[config.mk]
export PLATFORM = sky130hd
export DESIGN_NAME = wb_cdb
export DESIGN_NICKNAME = d
export VERILOG_FILES = /design/src/common/core_pkg.sv /design/src/common/wb_pkg.sv /design/src/wb/wb_slot.sv /design/src/wb/wb_arbiter.sv /design/src/wb/wb_cdb.sv
export SDC_FILE = /design/constraint.sdc
export NUM_CORES = 1
export LEC_CHECK = 0
export BUFFER_PORTS_ARGS = -buffer_cell sky130_fd_sc_hd__buf_2
export CORE_AREA = 2 2 161 163
export CTS_BUF_LIST = sky130_fd_sc_hd__clkbuf_16
export CTS_CLUSTER_SIZE = 12
export DETAILED_ROUTE_END_ITERATION = 8
export DIE_AREA = 0 0 163 165
export PLACE_DENSITY = 0.84
export SYNTH_ARGS = -nofsm -noshare
export SYNTH_HDL_FRONTEND = slang
export SYNTH_SLANG_ARGS = --single-unit
[constraint.sdc]
create_clock -name clk -period 6.7 [get_ports clk]
set_input_delay 1.005 -clock clk [delete_from_list [all_inputs] [get_ports clk]]
set_output_delay 1.005 -clock clk [all_outputs]
set_load 0.1 [all_outputs]
[src/common/core_pkg.sv]
/* core-wide widths and types */

package core_pkg;

  // ROB index, 128 entries
  localparam int robid_w = 7;

  // architectural destination register
  localparam int rd_w = 6;

  // datapath width
  localparam int xlen = 32;

  // exception cause code
  localparam int ecause_w = 5;

  typedef logic [robid_w-1:0] robid_t;

  typedef logic [rd_w-1:0] rd_t;

  typedef logic [xlen-1:0] data_t;

  // cause is only meaningful when the error bit is set
  typedef logic [ecause_w-1:0] ecause_t;

endpackage

[src/common/wb_pkg.sv]
/* writeback payloads and sources */

package wb_pkg;

  // stallable slots, rename excluded
  localparam int n_exec_src = 5;

  // rename only writes the low half of the register space
  localparam int rename_rd_w = core_pkg::rd_w - 1;

  // word-aligned result, low two bits implied zero
  localparam int rename_res_w = core_pkg::xlen - 2;

  // execution producer result
  typedef struct packed {
    logic              error;
    core_pkg::ecause_t ecause;
    core_pkg::robid_t  robid;
    core_pkg::rd_t     rd;
    core_pkg::data_t   result;
  } exec_wb_t;

  // rename result
  typedef struct packed {
    core_pkg::robid_t        robid;
    logic [rename_rd_w-1:0]  rd;
    logic [rename_res_w-1:0] result;
  } rename_wb_t;

  // bus payload seen by ROB and register file
  typedef struct packed {
    logic              error;
    core_pkg::ecause_t ecause;
    core_pkg::robid_t  robid;
    core_pkg::rd_t     rd;
    core_pkg::data_t   result;
  } cdb_t;

  // exec sources double as slot indices
  typedef enum logic [2:0] {
    src_lsq    = 3'd0,
    src_mcalu0 = 3'd1,
    src_mcalu1 = 3'd2,
    src_scalu0 = 3'd3,
    src_scalu1 = 3'd4,
    src_rename = 3'd5
  } wb_src_e;

  // highest priority first
  localparam wb_src_e wb_prio_order [n_exec_src+1] = '{
    src_rename,
    src_lsq,
    src_mcalu0,
    src_mcalu1,
    src_scalu0,
    src_scalu1
  };

endpackage

[src/wb/wb_slot.sv]
/* writeback holding slot */

`timescale 1ns/1ps

module wb_slot #(
  parameter type payload_t = logic
) (
  input  logic     clk,
  input  logic     reset,
  input  logic     flush,

  // capture enable, low while the held item waits
  input  logic     load_en,
  input  logic     in_valid,
  input  payload_t in_data,

  output logic     occupied,
  output payload_t data
);

  // valid bit, flush has priority over a load
  always_ff @(posedge clk) begin
    if (reset || flush) begin
      occupied <= 1'b0;
    end else if (load_en) begin
      occupied <= in_valid;
    end
  end

  // payload follows the same enable
  always_ff @(posedge clk) begin
    if (load_en) begin
      data <= in_data;
    end
  end

endmodule

[src/wb/wb_arbiter.sv]
/* fixed-priority writeback select */

`timescale 1ns/1ps

module wb_arbiter (
  // registered rename result
  input  logic                          rename_valid,
  input  wb_pkg::rename_wb_t            rename_data,

  // occupied exec slots
  input  logic [wb_pkg::n_exec_src-1:0] slot_valid,
  input  wb_pkg::exec_wb_t              slot_data [wb_pkg::n_exec_src],

  // one-hot, exec slots only
  output logic [wb_pkg::n_exec_src-1:0] grant,

  output logic                          wb_valid,
  output wb_pkg::cdb_t                  wb_data
);

  import wb_pkg::*;

  logic                  found;
  logic                  rename_sel;
  logic [n_exec_src-1:0] pick;
  exec_wb_t              exec_sel;

  // walk the order, first occupied source wins
  always_comb begin
    found      = 1'b0;
    rename_sel = 1'b0;
    pick       = '0;
    for (int i = 0; i <= n_exec_src; i++) begin
      if (!found) begin
        if (wb_prio_order[i] == src_rename) begin
          if (rename_valid) begin
            rename_sel = 1'b1;
            found      = 1'b1;
          end
        end else if (slot_valid[wb_prio_order[i]]) begin
          pick[wb_prio_order[i]] = 1'b1;
          found                  = 1'b1;
        end
      end
    end
  end

  // one-hot payload mux, zero when nothing picked
  always_comb begin
    exec_sel = '0;
    for (int i = 0; i < n_exec_src; i++) begin
      if (pick[i]) begin
        exec_sel = slot_data[i];
      end
    end
  end

  assign grant    = pick;
  assign wb_valid = found;

  always_comb begin
    wb_data = '0;
    if (rename_sel) begin
      // rename never faults
      wb_data.error  = 1'b0;
      wb_data.ecause = '0;
      wb_data.robid  = rename_data.robid;
      wb_data.rd     = {1'b0, rename_data.rd};
      wb_data.result = {rename_data.result, 2'b00};
    end else begin
      wb_data.error  = exec_sel.error;
      wb_data.ecause = exec_sel.ecause;
      wb_data.robid  = exec_sel.robid;
      wb_data.rd     = exec_sel.rd;
      wb_data.result = exec_sel.result;
    end
  end

endmodule

[src/wb/wb_cdb.sv]
/* writeback common data bus */

`timescale 1ns/1ps

module wb_cdb (
  input  logic               clk,
  input  logic               reset,
  input  logic               rob_flush,

  // rename, never stalls
  input  logic               rename_valid,
  input  wb_pkg::rename_wb_t rename_data,

  input  logic               scalu0_valid,
  input  wb_pkg::exec_wb_t   scalu0_data,
  output logic               scalu0_stall,

  input  logic               scalu1_valid,
  input  wb_pkg::exec_wb_t   scalu1_data,
  output logic               scalu1_stall,

  input  logic               mcalu0_valid,
  input  wb_pkg::exec_wb_t   mcalu0_data,
  output logic               mcalu0_stall,

  input  logic               mcalu1_valid,
  input  wb_pkg::exec_wb_t   mcalu1_data,
  output logic               mcalu1_stall,

  input  logic               lsq_valid,
  input  wb_pkg::exec_wb_t   lsq_data,
  output logic               lsq_stall,

  // csr goes through the scalu0 slot
  input  logic               csr_valid,
  input  wb_pkg::exec_wb_t   csr_data,

  output logic               wb_valid,
  output wb_pkg::cdb_t       wb_data
);

  import wb_pkg::*;

  logic                  rename_occ;
  rename_wb_t            rename_q;

  logic [n_exec_src-1:0] in_valid;
  exec_wb_t              in_data [n_exec_src];
  logic [n_exec_src-1:0] load_en;
  logic [n_exec_src-1:0] occupied;
  exec_wb_t              slot_q [n_exec_src];
  logic [n_exec_src-1:0] grant;
  logic [n_exec_src-1:0] stall;

  // csr wins the shared slot, upstream keeps them exclusive
  assign in_valid[src_scalu0] = scalu0_valid | csr_valid;
  assign in_data[src_scalu0]  = csr_valid ? csr_data : scalu0_data;

  assign in_valid[src_scalu1] = scalu1_valid;
  assign in_data[src_scalu1]  = scalu1_data;

  assign in_valid[src_mcalu0] = mcalu0_valid;
  assign in_data[src_mcalu0]  = mcalu0_data;

  assign in_valid[src_mcalu1] = mcalu1_valid;
  assign in_data[src_mcalu1]  = mcalu1_data;

  assign in_valid[src_lsq]    = lsq_valid;
  assign in_data[src_lsq]     = lsq_data;

  // rename register reloads every cycle
  wb_slot #(
    .payload_t(rename_wb_t)
  ) u_rename (
    .clk      (clk),
    .reset    (reset),
    .flush    (rob_flush),
    .load_en  (1'b1),
    .in_valid (rename_valid),
    .in_data  (rename_data),
    .occupied (rename_occ),
    .data     (rename_q)
  );

  for (genvar i = 0; i < n_exec_src; i++) begin : g_slot
    wb_slot #(
      .payload_t(exec_wb_t)
    ) u_slot (
      .clk      (clk),
      .reset    (reset),
      .flush    (rob_flush),
      .load_en  (load_en[i]),
      .in_valid (in_valid[i]),
      .in_data  (in_data[i]),
      .occupied (occupied[i]),
      .data     (slot_q[i])
    );
  end

  wb_arbiter u_arbiter (
    .rename_valid (rename_occ),
    .rename_data  (rename_q),
    .slot_valid   (occupied),
    .slot_data    (slot_q),
    .grant        (grant),
    .wb_valid     (wb_valid),
    .wb_data      (wb_data)
  );

  // held and not granted means the producer must wait
  assign stall   = occupied & ~grant;
  assign load_en = ~stall;

  assign lsq_stall    = stall[src_lsq];
  assign mcalu0_stall = stall[src_mcalu0];
  assign mcalu1_stall = stall[src_mcalu1];
  assign scalu0_stall = stall[src_scalu0];
  assign scalu1_stall = stall[src_scalu1];

endmodule

# After elaboration in Yosys (flattened, before gate mapping)
# Cells that the tools add are included.
[classes]
mux = 23
bitwise_logic = 4
n_reduce_logical = 1
[op_table]
columns = ["op", "n"]
rows = [
  ["$mux W51", 7],
  ["$mux W1", 16],
  ["$not A5 Y5", 2],
  ["$and A5 B5 Y5", 1],
  ["$logic_or A1 B1 Y1", 1],
  ["$or A1 B1 Y1", 1],
]
[totals]
regBits = 303
inputBits = 358
out_inout_bits = 57
word_cells = 62

# Longest topological paths before layout
[logic_depth]
ltp_word = 9
depth_mapped = 7

# Cells and area by module
# A second synthesis with hierarchy kept.
[hier_totals]
hier_cells = 736
hier_area_um2 = 12130.4
[modules_own_cells]
columns = ["mod", "n_inst", "cells_per_inst", "area_per_inst_um2", "seq_area_each_um2"]
rows = [
  ["wb_slot at g_slot[0].u_slot ...", 5, 54, 1571.5, 1551.5],
  ["wb_arbiter", 1, 352, 2029.4, 0.0],
  ["wb_slot at u_rename", 1, 45, 1301.2, 1281.2],
  ["wb_cdb", 1, 69, 942.2, 0.0],
]

# Least setup slack after synthesis
# No wires, ideal clock.
[synth_path]
path_kind = "register -> output"
from = "register g_slot[1].u_slot.occupied"
to = "output port mcalu1_stall"
t_arrival_ns = 6.531
required_time_ns = 5.695
path_slack_ns = -0.836
path_stages_with_launch = 5
cell_sequence = "dfxtp_1 buf_2 buf_2 o31ai_1 inv_1"
[synth_via]
elab_chain_len = 5
[synth_lines]
columns = ["element", "line_no", "text"]
rows = [
  ["start: declaration", "wb_slot.sv:17", "output logic occupied,"],
  ["start signal: assignment", "wb_slot.sv:26", "occupied <= in_valid;"],
  ["$mux W1", "wb_arbiter.sv:40", "end else if (slot_valid[wb_prio_order[i]]) begin"],
  ["$mux W1 (2 in a row)", "wb_arbiter.sv:34", "if (!found) begin"],
  ["$not A5 Y5", "wb_cdb.sv:111", "assign stall = occupied & ~grant;"],
  ["$and A5 B5 Y5", "wb_cdb.sv:111", ""],
  ["end: declaration", "wb_cdb.sv:28", "output logic mcalu1_stall,"],
]
# No other way between the ends.

==> flow_summary.toml <==
[status]
status = "finished, final reports clean"

[global_route]
grt_max_degree = 105
grtUsageTotal = 0.2465
grt_pass1_wl_microns = 48920
antenna_found_initial = 7
grt_pass1_vias = 8859
overflow = 0

[logic_synthesis]
yosys.cell_count.top_type = "edfxtp_1"
dominantRegCellSynth = "edfxtp_1"
yosys_warnings = 0
synth-seq-cells = 303
yosysSeqAreaShare = 0.7418
syn_area_sq_um = 11620
synth_edf_count = 255
synth.top_cells.by_count = "255 x edfxtp_1, 86 x nor2_1, 71 x nand2_1, 51 x mux2_2, 48 x dfxtp_1"
synth_cell_types = 35
avgSynthCellArea_sq_um = 15.43
syn_inst = 753
yosys-top-cells-area = "edfxtp_1 66%, dfxtp_1 8.3%, mux2_2 4.9%, a211oi_2 4.1%, a221oi_1 3.0%"
yosysTopAreaCell = "edfxtp_1"
postSynth.asyncResetShare = 0
synth_nets = 1111
synth_top_cell_area_share = 0.6591

[routing]
drtIter0Drc = 642
antenna_left = 0
vias = 8247
wl_met3_microns = 2865
wl_met2_microns = 17280
drc = 0
highest_layer = "met4"
vias_per_cell = 5.415
wl_met1_microns = 12630
drt_pre_antenna_iters = 4
drt-wirelength-per-cell_microns = 22.52
postRouteWirelength_microns = 34300

[clock_network]
cts_setup_buffers = 0
cts_tree = "built"
holdBufCountCts = 0
clockRootBuffer = "clkbuf_16"
cts_resized = 0
clk_path_buf_depth = 3
insertion_delay_ps = 560
clock-sinks = 303
htree_levels = 1
cts_buffers = 31
path_clk_slew_ps = 60

[setup_path]
critPathRequiredTime_ps = 5690
path_max_fanout = 33
worstRegToRegCells = 4
path_class = "register to output port"
arrival_ps = 3750
critical_path.startpoint_type = "register"
end_kind = "output port"

[sta]
skew_ps = 11.69
timing.setup.tns_ps = 0
setup_ws_ps = 1949
max_freq_ghz = 0.2105
hold_violations = 0
worst_slew_pin_slew_ps = 1124
rsz0062_at_grt = "false"
layout_min_cycle_time_ps = 4751
drv_slew = 0
finalSetupViolations = 0
fin_crit_sh = 0.7090
slew_headroom = 0.2480

[floorplanning]
fp.dieW_microns = 163
num_rows = 58
dieArea_sq_um = 26900
dieHeight_microns = 165
placeableCoreArea_sq_um = 25040
io_pins = 415
start_util = 0.4640

[power]
leakagePower_nw = 6.222
powerDensity_nw_per_um2 = 301.4
worst_ir_drop_vdd_v = 0.0002487

[place]
globalplace.congestion = 0.8250
detailed_place_hpwl_microns = 22810
port-buffer-count = 414
post-place-ws_ps = 2529

[final_layout]
nets = 1520
drive_gt1_frac = 0.4798
areaGrowthSynthToFinish_pct = 28.51

[worst_hold_path]
min_path_cells = 1
min_path_type = "input pin to register"

[run]
cap_violations = 0
## worst max-delay path, cell delays in order (launching register included)
cell and delay (ps):
dfxtp_2 650, buf_4 510, nor3_1 170, a21oi_4 700
buf_4 580, a211oi_2 190, buf_2 340
## where the power goes
| part | internal [mW] | switching, mW | total, mW |
|---|---|---|---|
| registers | 2.18 | 0.0426 | 2.22 |
| logic | 0.192 | 0.531 | 0.724 |
| clock network | 0.869 | 0.689 | 1.56 |
| total | 3.24 | 1.26 | 4.50 |
## stage by stage
stage / instance area, sq um / std cells / power [mW] / hold WS (ps) / utilization
floorplan: 11620 / 753 / 2.762 / 1033 / -
finish: 14930 / 1523 / 4.500 / 539.8 / 0.5963
CTS: 14910 / 1516 / 4.523 / 522.4 / 0.5956
detailed placement: 14000 / 1459 / 2.979 / 699.5 / 0.5591
global placement: 14000 / 1459 / 2.964 / 702.2 / 0.5591
global route: 14930 / 1522 / 4.636 / 516.2 / 0.5962
## layout by cell type (no fill, tap or decap), types with 3 or more instances in the layout
| master | instances |
|---|---|
| nand2b_1 | 6 |
| o2111ai_1 | 3 |
| mux2_2 | 51 |
| diode_2 | 7 |
| o21a_1 | 4 |
| o21ai_0 | 10 |
| nand2_1 | 67 |
| clkbuf_16 | 31 |
| inv_2 | 3 |
| buf_4 | 12 |
| a211oi_1 | 8 |
| nand3b_1 | 9 |
| and2_1 | 3 |
| nand2_2 | 3 |
| edfxtp_1 | 255 |
| a221oi_1 | 40 |
| nor2_1 | 86 |
| clkinv_1 | 4 |
| o2111a_1 | 3 |
| a211oi_2 | 38 |
| buf_2 | 414 |
| o22ai_1 | 39 |
| dfxtp_1 | 46 |
| a21oi_1 | 11 |
| inv_1 | 19 |
| clkinv_2 | 3 |
## state kept, by name (all words and copies together), names as in the netlist
signal and cells:
g_slot.u_slot.data 255, u_rename.data 42, g_slot.u_slot.occupied 5, u_rename.occupied 1
## kinds of logic after synthesis
kind of cell | count (synthesis) | share of synthesized area
buffers and inverters | 56 | 0.02380
multiplexers | 51 | 0.04943
AND/OR/NAND/NOR | 182 | 0.06753
flip-flops | 303 | 0.7418
AO/OA/AOI/OAI | 161 | 0.1174
## layout make-up
type,instances,area (sq um)
antenna,7,17.52
clock buffer,31,775.7
clock inverter,26,137.6
fill,1914,10110
inverter,6,22.52
multi-input combinational,394,2778
sequential,303,8623
tap,330,412.9
timing repair buffer,426,2162
## per-layer routing
layer / track usage / vias up
li1: - / 3735
met3: 0.06429 / 96
met2: 0.4328 / 470
met4: 0.1291 / 0
met1: 0.2767 / 3946
met5: 0 / -
## worst paths after layout
path	start	slack, ps	to
max	g_slot[1].u_slot.occupied	1950	wb_data[10]
max reg2reg	g_slot[1].u_slot.occupied	3980	g_slot[4].u_slot.data[26]
min reg2reg	g_slot[4].u_slot.occupied	730	g_slot[4].u_slot.occupied
min	rename_data[5]	540	u_rename.data[5]
(Power assumes the default switching activity.)
